File: config.mk
export PLATFORM = sky130hd
export DESIGN_NAME = graph_topo_top
export DESIGN_NICKNAME = d
export VERILOG_FILES = /design/src/common/topo_pkg.sv /design/src/graph_topo_top.sv /design/src/sorter/kahn_sorter.sv /design/src/adjacency_map/adjacency_map.sv /design/src/indegree_table.sv
export SDC_FILE = /design/constraint.sdc
export NUM_CORES = 1
export LEC_CHECK = 0
export BUFFER_PORTS_ARGS = -buffer_cell sky130_fd_sc_hd__buf_2
export CAP_MARGIN = 20
export CORE_UTILIZATION = 63
export CTS_CLUSTER_DIAMETER = 200
export DETAILED_ROUTE_END_ITERATION = 6
export GPL_TIMING_DRIVEN = 1
export PLACE_DENSITY = 0.8
export SLEW_MARGIN = 40
export SYNTH_ARGS = -nofsm -noshare
export SYNTH_HDL_FRONTEND = slang
export SYNTH_SLANG_ARGS = --single-unit
File: constraint.sdc
create_clock -name clk -period 6.65 [get_ports clk]
set_input_delay 0.9975 -clock clk [delete_from_list [all_inputs] [get_ports clk]]
set_output_delay 0.9975 -clock clk [all_outputs]
set_load 0.05 [all_outputs]
File: src/common/topo_pkg.sv
package topo_pkg;

    // Graph size limits. The whole design is built for this one size.
    localparam int max_nodes = 16;
    localparam int max_edges = 32;
    localparam int node_w    = 4;
    localparam int edge_w    = 5;

    typedef logic [node_w-1:0] node_t;
    typedef logic [edge_w-1:0] edge_ptr_t;

    // One bit wider than a node index so that a full count of 16 fits.
    typedef logic [node_w:0] cnt_t;

    // One directed edge as loaded by the host.
    typedef struct packed {
        node_t src;
        node_t dst;
    } graph_edge_t;

    // One entry of an adjacency list walk.
    typedef struct packed {
        node_t dst;
        logic  last;   // Final entry of the list.
        logic  empty;  // The list had no entries, dst carries nothing.
    } adj_reply_t;

    // One item of the sorted output stream.
    typedef struct packed {
        node_t node;
        logic  last;
    } sorted_t;

    typedef enum logic [2:0] {
        st_idle,
        st_sweep,
        st_pop,
        st_query,
        st_wait_reply,
        st_dec,
        st_check,
        st_done
    } sort_state_t;

endpackage
File: src/graph_topo_top.sv
`timescale 1ns/1ps

module graph_topo_top import topo_pkg::*; (
    input  logic        clk,
    input  logic        arst_n,
    input  logic        edge_stb,
    input  graph_edge_t edge_in,
    input  logic        load_done,
    input  cnt_t        node_count,
    output logic        sort_stb,
    output sorted_t     sort_out,
    output logic        done,
    output logic        cycle_found
);

    node_t      indeg_node;
    logic       indeg_dec;
    cnt_t       indeg_degree;
    logic       query_valid;
    logic       query_ready;
    node_t      query_node;
    logic       reply_valid;
    logic       reply_ready;
    adj_reply_t reply;

    // The done pulse wipes both storage blocks for the next graph.
    indegree_table indegree_table_i (
        .clk          (clk),
        .arst_n       (arst_n),
        .clear        (done),
        .edge_stb     (edge_stb),
        .edge_in      (edge_in),
        .indeg_node   (indeg_node),
        .indeg_dec    (indeg_dec),
        .indeg_degree (indeg_degree)
    );

    adjacency_map adjacency_map_i (
        .clk         (clk),
        .arst_n      (arst_n),
        .clear       (done),
        .edge_stb    (edge_stb),
        .edge_in     (edge_in),
        .query_valid (query_valid),
        .query_node  (query_node),
        .reply_ready (reply_ready),
        .query_ready (query_ready),
        .reply_valid (reply_valid),
        .reply       (reply)
    );

    kahn_sorter kahn_sorter_i (
        .clk          (clk),
        .arst_n       (arst_n),
        .load_done    (load_done),
        .node_count   (node_count),
        .indeg_degree (indeg_degree),
        .query_ready  (query_ready),
        .reply_valid  (reply_valid),
        .reply        (reply),
        .indeg_node   (indeg_node),
        .indeg_dec    (indeg_dec),
        .query_valid  (query_valid),
        .query_node   (query_node),
        .reply_ready  (reply_ready),
        .sort_stb     (sort_stb),
        .sort_out     (sort_out),
        .done         (done),
        .cycle_found  (cycle_found)
    );

    // Edges are only taken while the sorter is idle, an edge during a sort
    // would corrupt the tables it is walking.
    edge_while_sorting: assert property (
        @(posedge clk) disable iff (!arst_n)
        edge_stb |-> (kahn_sorter_i.state == st_idle)
    ) else $error("edge loaded while a sort is running");

endmodule

File: src/sorter/kahn_sorter.sv
`timescale 1ns/1ps

module kahn_sorter import topo_pkg::*; (
    input  logic       clk,
    input  logic       arst_n,
    input  logic       load_done,
    input  cnt_t       node_count,
    input  cnt_t       indeg_degree,
    input  logic       query_ready,
    input  logic       reply_valid,
    input  adj_reply_t reply,
    output node_t      indeg_node,
    output logic       indeg_dec,
    output logic       query_valid,
    output node_t      query_node,
    output logic       reply_ready,
    output logic       sort_stb,
    output sorted_t    sort_out,
    output logic       done,
    output logic       cycle_found
);

    sort_state_t state;
    sort_state_t state_nxt;

    cnt_t n_cnt;         // Node count latched at load_done.
    cnt_t emitted;
    logic reply_last_q;  // The reply being processed closes its list.

    // Queue of nodes whose indegree has reached zero.
    node_t fifo_mem [max_nodes];
    node_t wr_ptr;
    node_t rd_ptr;
    cnt_t  fifo_cnt;
    logic  fifo_empty;
    logic  push;
    logic  pop;
    logic  sweep_end;

    assign fifo_empty = (fifo_cnt == '0);
    assign sweep_end  = ({1'b0, indeg_node} + 1'b1) >= n_cnt;

    always_comb begin
        state_nxt = state;
        unique case (state)
            st_idle: begin
                if (load_done) begin
                    state_nxt = st_sweep;
                end
            end
            st_sweep: begin
                if (sweep_end) begin
                    state_nxt = st_pop;
                end
            end
            st_pop: begin
                state_nxt = fifo_empty ? st_done : st_query;
            end
            st_query: begin
                if (query_ready) begin
                    state_nxt = st_wait_reply;
                end
            end
            st_wait_reply: begin
                if (reply_valid) begin
                    state_nxt = reply.empty ? st_pop : st_dec;  // Nothing to decrement.
                end
            end
            st_dec:   state_nxt = st_check;
            st_check: state_nxt = reply_last_q ? st_pop : st_wait_reply;
            st_done:  state_nxt = st_idle;
            default:  state_nxt = st_idle;
        endcase
    end

    assign query_valid = (state == st_query);
    assign query_node  = sort_out.node;
    assign reply_ready = (state == st_wait_reply);
    assign indeg_dec   = (state == st_dec);

    // Both push sources take the node on the indegree address. In the sweep
    // that is the scan index, in st_check it is the destination just decremented.
    assign push = ((state == st_sweep) && ({1'b0, indeg_node} < n_cnt)
                   && (indeg_degree == '0))
               || ((state == st_check) && (indeg_degree == '0));
    assign pop  = (state == st_pop) && !fifo_empty;

    always_ff @(posedge clk or negedge arst_n) begin
        if (!arst_n) begin
            state        <= st_idle;
            n_cnt        <= '0;
            emitted      <= '0;
            reply_last_q <= 1'b0;
            indeg_node   <= '0;
            wr_ptr       <= '0;
            rd_ptr       <= '0;
            fifo_cnt     <= '0;
            sort_stb     <= 1'b0;
            done         <= 1'b0;
            cycle_found  <= 1'b0;
        end else begin
            state    <= state_nxt;
            sort_stb <= pop;
            done     <= (state == st_pop) && fifo_empty;

            // Fewer nodes out than declared means some indegrees never reached zero.
            cycle_found <= (state == st_pop) && fifo_empty && (emitted < n_cnt);

            if ((state == st_idle) && load_done) begin
                n_cnt      <= node_count;
                emitted    <= '0;
                indeg_node <= '0;
                wr_ptr     <= '0;
                rd_ptr     <= '0;
                fifo_cnt   <= '0;
            end
            if (state == st_sweep) begin
                indeg_node <= indeg_node + 1'b1;
            end
            if (reply_valid && reply_ready) begin
                reply_last_q <= reply.last;
                if (!reply.empty) begin
                    indeg_node <= reply.dst;
                end
            end
            if (push) begin
                wr_ptr   <= wr_ptr + 1'b1;
                fifo_cnt <= fifo_cnt + 1'b1;
            end
            if (pop) begin
                rd_ptr   <= rd_ptr + 1'b1;
                fifo_cnt <= fifo_cnt - 1'b1;
                emitted  <= emitted + 1'b1;
            end
        end
    end

    // Pushes and pops never share a cycle.
    always_ff @(posedge clk) begin
        if (push) begin
            fifo_mem[wr_ptr] <= indeg_node;
        end
        if (pop) begin
            sort_out.node <= fifo_mem[rd_ptr];
            // Once every declared node is out, no reply can refill the queue.
            sort_out.last <= (fifo_cnt == cnt_t'(1)) && ((emitted + 1'b1) == n_cnt);
        end
    end

    // Each node is queued at most once, so the queue never overflows.
    fifo_overflow: assert property (
        @(posedge clk) disable iff (!arst_n)
        push |-> (fifo_cnt < max_nodes)
    ) else $error("zero-indegree queue overflow");

endmodule

File: src/adjacency_map/adjacency_map.sv
`timescale 1ns/1ps

module adjacency_map import topo_pkg::*; (
    input  logic        clk,
    input  logic        arst_n,
    input  logic        clear,
    input  logic        edge_stb,
    input  graph_edge_t edge_in,
    input  logic        query_valid,
    input  node_t       query_node,
    input  logic        reply_ready,
    output logic        query_ready,
    output logic        reply_valid,
    output adj_reply_t  reply
);

    // List heads, one per source node.
    edge_ptr_t            head [max_nodes];
    logic [max_nodes-1:0] head_vld;

    // Edge slots. Each holds a destination and a link to the next slot.
    node_t                slot_dst  [max_edges];
    edge_ptr_t            slot_next [max_edges];
    logic [max_edges-1:0] slot_has_next;

    logic [edge_w:0] wr_cnt;  // Counts up to max_edges inclusive.
    edge_ptr_t       wr_slot;

    logic      walking;
    logic      walk_empty;
    edge_ptr_t cur;
    logic      query_acc;
    logic      reply_acc;

    assign wr_slot     = wr_cnt[edge_w-1:0];
    assign query_ready = !walking;
    assign query_acc   = query_valid && query_ready;
    assign reply_valid = walking;
    assign reply_acc   = reply_valid && reply_ready;

    always_comb begin
        reply.dst   = slot_dst[cur];
        reply.empty = walk_empty;
        reply.last  = walk_empty || !slot_has_next[cur];
    end

    // A new edge goes in front of its source's current head, so the list
    // is read back newest first.
    always_ff @(posedge clk) begin
        if (edge_stb) begin
            slot_dst[wr_slot]      <= edge_in.dst;
            slot_next[wr_slot]     <= head[edge_in.src];
            slot_has_next[wr_slot] <= head_vld[edge_in.src];
            head[edge_in.src]      <= wr_slot;
        end
    end

    always_ff @(posedge clk or negedge arst_n) begin
        if (!arst_n) begin
            head_vld   <= '0;
            wr_cnt     <= '0;
            walking    <= 1'b0;
            walk_empty <= 1'b0;
            cur        <= '0;
        end else if (clear) begin
            // Slot contents stay, they are unreachable once the heads are gone.
            head_vld <= '0;
            wr_cnt   <= '0;
            walking  <= 1'b0;
        end else begin
            if (edge_stb) begin
                head_vld[edge_in.src] <= 1'b1;
                wr_cnt                <= wr_cnt + 1'b1;
            end
            if (query_acc) begin
                walking    <= 1'b1;
                walk_empty <= !head_vld[query_node];  // Still one reply, flagged empty.
                cur        <= head[query_node];
            end else if (reply_acc) begin
                if (reply.last) begin
                    walking <= 1'b0;
                end else begin
                    cur <= slot_next[cur];
                end
            end
        end
    end

    // Slot storage wraps silently past max_edges and would corrupt older lists.
    edge_overflow: assert property (
        @(posedge clk) disable iff (!arst_n)
        edge_stb |-> (wr_cnt < max_edges)
    ) else $error("more than %0d edges loaded", max_edges);

    // A walk in progress must run to its last entry before the map is cleared.
    clear_mid_walk: assert property (
        @(posedge clk) disable iff (!arst_n)
        clear |-> !walking
    ) else $error("adjacency map cleared during a list walk");

endmodule

File: src/indegree_table.sv
`timescale 1ns/1ps

module indegree_table import topo_pkg::*; (
    input  logic        clk,
    input  logic        arst_n,
    input  logic        clear,
    input  logic        edge_stb,
    input  graph_edge_t edge_in,
    input  node_t       indeg_node,
    input  logic        indeg_dec,
    output cnt_t        indeg_degree
);

    cnt_t counts [max_nodes];

    // The sorter samples this in the same cycle it presents the address.
    assign indeg_degree = counts[indeg_node];

    // Edge loading and the sort never overlap, so the increment and the
    // decrement do not collide on one entry.
    always_ff @(posedge clk or negedge arst_n) begin
        if (!arst_n) begin
            counts <= '{default: '0};
        end else if (clear) begin
            counts <= '{default: '0};  // Ready for the next graph.
        end else begin
            if (edge_stb) begin
                counts[edge_in.dst] <= counts[edge_in.dst] + 1'b1;
            end
            if (indeg_dec) begin
                counts[indeg_node] <= counts[indeg_node] - 1'b1;
            end
        end
    end

    // Every decrement must match an edge that was counted during loading.
    dec_of_zero: assert property (
        @(posedge clk) disable iff (!arst_n)
        indeg_dec |-> (counts[indeg_node] != '0)
    ) else $error("indegree of node %0d decremented below zero", indeg_node);

endmodule

## Word level (Yosys, flattened, before mapping)

Memory sizes are Yosys's and may differ from the RTL's. A register that Yosys moved wholly into a read port is not among the register bits.
Index checks and enable logic that the tools add are counted.

- Equal/unequal tests: 14
- Add/subtract/negate cells: 10
- Reduce and logical (&&, ||, !) cells: 34
- Order comparisons: 13
- Bitwise operators: 4
- Mux-type cells: 61

Operators by type and width:

| cell | number |
|---|---|
| $mux 80 | 4 |
| $bwmux 80 | 2 |
| $mux 5 | 13 |
| $bmux 5 s4 | 2 |
| $demux 5 s4 | 2 |
| $bwmux 32 | 1 |
| $mux 16 | 2 |
| $mux 4 | 7 |
| $pmux 3 s8 | 1 |
| $mux 3 | 7 |
| $or 16x16->16 | 1 |
| $add 5x1->5 const B | 3 |
| $logic_and 1x1->1 | 14 |
| $mux 1 | 13 |
| $add 4x1->4 const B | 3 |
| $eq 3x3->1 const B | 4 |
| $lt 5x6->1 const B | 2 |
| $mux 6 | 2 |
| $ge 5x5->1 const B | 2 |
| $logic_not 5->1 | 2 |
| $lt 4x5->1 const B | 2 |
| $lt 5x1->1 const B | 2 |
| $not 4->5 | 2 |
| $sub 5x1->5 const B | 2 |
| other kinds (26) | 41 |

- Bits in registers: 176
- Memory bits (writable): 432
- Input port bits: 17
- Memories: 4
- Output and inout bits: 8

Memory list:

| name | depth | bits a word | rd ports | clocked after memory_dff | wr ports | RTL line | RTL |
|---|---|---|---|---|---|---|---|
| adjacency_map_i.slot_next | 32 | 5 | 1 | 0 | 1 | adjacency_map.sv:23 | `edge_ptr_t slot_next [max_edges];` |
| adjacency_map_i.slot_dst | 32 | 4 | 1 | 0 | 1 | adjacency_map.sv:22 | `node_t slot_dst [max_edges];` |
| adjacency_map_i.head | 16 | 5 | 2 | 0 | 1 | adjacency_map.sv:18 | `edge_ptr_t head [max_nodes];` |
| kahn_sorter_i.fifo_mem | 16 | 4 | 1 | 1 | 1 | kahn_sorter.sv:31 | `node_t fifo_mem [max_nodes];` |

## Logic depth before layout (Yosys ltp)

- Word-level depth: 11
- Mapped depth: 15

## Cells and area by module

A second synthesis with hierarchy kept.

- Cells, all modules: 1,823
- Area, all modules: 28,120.7 µm²

Modules (own cells, without submodules):

| module | times used | area an instance (µm²) | seq. area each (µm²) | cells each |
|---|---|---|---|---|
| adjacency_map | 1 | 17,484.3 | 12,712.2 | 843 |
| indegree_table | 1 | 5,617.9 | 2,001.9 | 595 |
| kahn_sorter | 1 | 5,018.6 | 2,922.8 | 385 |

## Least setup slack after synthesis

No wires, ideal clock.

- Kind: register to register
- Start point: register kahn_sorter_i.indeg_node[0]
- End point: memory kahn_sorter_i.fifo_mem[0][0] in the netlist's numbering, enable pin
- Setup slack: 2.546 ns
- Buffers on the path: 5
- Data required time: 6.341 ns
- Stages on the path, launching flop included: 15
- Library setup time: 0.309 ns
- Arrival time: 3.795 ns
- Cells stage by stage: dfrtp_1 > buf_6 > buf_6 > mux4_2 > mux4_2 > buf_2 > buf_1 > inv_1 > ha_1 > or3b_1 > a21o_1 > nor3_2 > buf_2 > nor3b_2 > and2_1

- Longest elaborated chain between the ends: 9
- Elaborated cells on any way between the ends: 12
- Those cells by class: 1 x order compare; 5 x mux; 1 x bitwise; 5 x reduce/logical

Ends and longest elaborated chain:

| element | RTL line | RTL |
|---|---|---|
| start: declaration | kahn_sorter.sv:12 | `output node_t indeg_node,` |
| start signal: assignment | kahn_sorter.sv:118 | `indeg_node <= indeg_node + 1'b1;` |
| start signal: assignment | kahn_sorter.sv:123 | `indeg_node <= reply.dst;` |
| $not 4->5 (implied by the code) | indegree_table.sv:17 | `assign indeg_degree = counts[indeg_node];` |
| $bmux 5 s4 | indegree_table.sv:17 |  |
| $mux 5 (implied by the code) (2 in series) | indegree_table.sv:17 |  |
| $logic_not 5->1 | kahn_sorter.sv:84, kahn_sorter.sv:85 |  |
| $logic_and 1x1->1, on equally long branches | kahn_sorter.sv:84, kahn_sorter.sv:85 |  |
| $logic_or 1x1->1 * | kahn_sorter.sv:85 | `\|\| ((state == st_check) && (indeg_degree == '0));` |
| $mux 1 * | kahn_sorter.sv:140 | `if (push) begin` |
| $mux 1 (implied by the code) * | kahn_sorter.sv:141 | `fifo_mem[wr_ptr] <= indeg_node;` |
| end: declaration | kahn_sorter.sv:31 |  |

Every way passes the cells marked *; elsewhere a longest branch is shown, timed or not. The select of a mux whose other input is x is not followed.

## Worst setup path in the final report

- Start point: register kahn_sorter_i.indeg_node[0]
- End point: memory kahn_sorter_i.fifo_mem[10][1] in the netlist's numbering, enable pin

The elaborated chain is that of the path after synthesis.

==> flow_summary.ini <==
[finish]
mostFrequentLayoutCell = edfxtp_1
drive_above_1_share_pct = 22.80
post-route-util_pct = 70.83
final_net_count = 1837
final_cells = 2423
syn2layout_area_growth_pct = 10.63
mostFrequentLayoutCells = edfxtp_1 (469), mux4_2 (208), nor2_1 (165)
design_area_um2 = 30640
diodes = 0

[setup_path]
rrSetupSlack_ps = 1910
rr_endpoint = kahn_sorter_i.fifo_mem[10][1]$_DFFE_PP_
critPathKind = register to register
r2r-start = kahn_sorter_i.indeg_node[0]$_DFF_PN0_
cp-startpoint = kahn_sorter_i.indeg_node[0]$_DFF_PN0_
critPathRequiredTime_ps = 6960
critPathLaunchType = register
slowest_stage = dfrtp_2
critPathMaxStageDelay_ps = 790
cp_max_fo = 22
crit_arrival_ps = 5050
path_cells = buf_4 > mux4_2 > a22o_1 > a221oi_1 > ha_1 > or3b_1 > a21o_1 > nor3_4 > nor3b_2 > and2_1
reg2regPathDepth = 10
crit_end = kahn_sorter_i.fifo_mem[10][1]$_DFFE_PP_
end_kind = register

[power]
p_leak_nw = 10.29
powerDensity_nw_per_um2 = 322.5
ir_worst_vdd_uv = 239.7
total_power_mw = 9.882

[timing]
finalSetupTns_ps = 0
finalCritPeriodShare_pct = 71.25
final_max_slew_viol_count = 0
fmax_ghz = 0.2111
setup_viol = 0
final.min_clock_period_ps = 4738
fin_skew_ps = 20.84
finalWorstSetupSlack_ps = 1912
rsz0062_at_grt = no
worstMarginPinSlew_ps = 885.6
max_slew_margin_pct = 40.96
hold_ws_ps = 374.3
finalHoldViolations = 0

[synth]
synth_area_um2 = 27700
ys_seq_area_share_pct = 63.67
synthFlopType = edfxtp_1
syn_inst = 1780
synth_top_cell_area_share_pct = 50.84
yosysWarningCount = 0
synth_cell_types = 56
ys_top_cells_by_area = edfxtp_1 (51%), mux4_2 (17%), dfrtp_1 (13%)
async_flop_share_pct = 23.24
synth_edf_count = 469
ys_seq_elements = 611
synth_nets = 1830
yosysTopAreaCell = edfxtp_1
avgSynthCellArea_um2 = 15.56

[run]
cap_violations = 0

[floorplan]
core-area_um2 = 43270
io_pins = 25
dieArea_um2 = 44810
die_w_um = 211.7
dieHeight_um = 211.7
rows = 76
initial_core_util_pct = 64.02

[grt]
grt-ovfl-total = 0
grt_pass1_wl_um = 105100
track_usage_pct = 32.14
grt_antenna_before_repair = 0
grt_pass1_vias = 17180
grt_max_degree = 95

[cts]
path_clk_slew_ps = 60
h-tree-depth = 2
cts_tree = yes
hold_buffers = 0
numCtsBuffers = 60
clock-sinks = 611
clockBufferDepth = 3
clock_latency_ps = 630
post-cts-setup-buffers = 0
post_cts_resized = 0
cts_root_buf = clkbuf_16

[placed_design]
gp_congestion = 0.9394
dp.cells = 2309
port_buffers = 24
dpl-instance-area_um2 = 28500
pre_cts_ws_ps = 1922
dpl.hpwl_um = 42240

[drt]
final_antenna_net_count = 0
wl_um = 69290
drc = 0
drt_iter0_drc = 2464
firstDrtPassIters = 6
viasPerCell = 7.109
num_vias = 17230
wl_per_cell_um = 28.60

[outcome]
status = complete, no violations

[min_path]
min_path_type = primary input to async pin
[final cells by class]
cell class / instances / area (µm²)
clock buffers: 79 / 1677
clock inverters: 34 / 439.2
fillers: 2561 / 12620
inverters: 23 / 86.33
multi-input cells: 1034 / 9653
flip-flops and latches: 611 / 17650
well taps: 585 / 732.0
repair buffers: 57 / 405.4
[power by group]
part	internal [mW]	switching (mW)	total, mW
clock	2.16	1.47	3.63
sequential	4.58	0.318	4.89
combinational	0.511	0.842	1.35
[sequential cells by signal, indices dropped and copies added (netlist names), 5 cells and up]
signal / cells
adjacency_map_i.slot_next: 160
indegree_table_i.counts: 80
adjacency_map_i.cur: 5
kahn_sorter_i.n_cnt: 5
adjacency_map_i.slot_dst: 128
adjacency_map_i.head_vld: 16
adjacency_map_i.head: 80
adjacency_map_i.wr_cnt: 5
kahn_sorter_i.fifo_cnt: 5
adjacency_map_i.slot_has_next: 32
kahn_sorter_i.emitted: 5
kahn_sorter_i.fifo_mem: 64
[per-layer routing]
| metal | routed length, µm | GRT usage [%] | up-vias |
|---|---|---|---|
| li1 | - | - | 7022 |
| met4 | 2668 | 12.97 | 0 |
| met2 | 33520 | 50.77 | 1219 |
| met1 | 25720 | 45.20 | 8770 |
| met3 | 7372 | 5.533 | 214 |
| met5 | 0 | 0 | - |
[logic make-up (layout without fill, tap and decap cells)]
kind of cell               after synthesis  after routing  synth area share, %
adders and majority gates               33             33                1.491
xor gates and xnor gates                20             20               0.6595
and+or+nand+nor                        488            488                8.022
buffers and inverters                  135            193                2.069
DFF                                    611            611                63.67
AOI/OAI and AO/OA                      239            239                5.470
muxes                                  254            254                18.62
[cells in the mapped netlist (3+ instances only)]
cell and n:
nor4_1 7, nand3b_1 4, nor3b_1 3, mux4_2 208, o32ai_1 23, and2_1 18, nor3b_2 3, xor2_1 9
a31oi_1 4, a21o_1 5, nor2b_1 12, mux2_2 10, a311oi_1 12, a22oi_1 12, dfrtp_1 142, buf_1 10
o22ai_1 17, nand3_1 39, ha_1 33, buf_2 23, inv_1 23, nor2_1 186, or3_1 3, a211oi_1 12
mux2i_1 36, buf_6 4, nand2b_1 22, nand2_1 128, o21ai_0 73, clkbuf_1 73, edfxtp_1 469, a221oi_1 10
xnor2_1 10, and3_1 17, a21oi_1 55, nor3_1 35, o21a_1 6
[worst min-delay path by stage]
stage                                                to  depth (start not counted)
2_1_floorplan  adjacency_map_i.head_vld[14]$_DFFE_PN0P_                          2
4_1_cts         adjacency_map_i.head_vld[0]$_DFFE_PN0P_                          1
3_5_place_dp   adjacency_map_i.head_vld[12]$_DFFE_PN0P_                          2
6_report        adjacency_map_i.head_vld[0]$_DFFE_PN0P_                          1
3_3_place_gp    adjacency_map_i.head_vld[0]$_DFFE_PN0P_                          2
5_1_grt         adjacency_map_i.head_vld[0]$_DFFE_PN0P_                          1
[critical path: cells and delay by family (launching register included)]
family / cells / cell delay (ps)
DFF: 1 / 790
buffers and inverters: 1 / 420
and+or+nand+nor: 4 / 1640
muxes: 1 / 550
adders and majority gates: 1 / 270
AOI/OAI and AO/OA: 3 / 730
(Power assumes the default switching activity.)
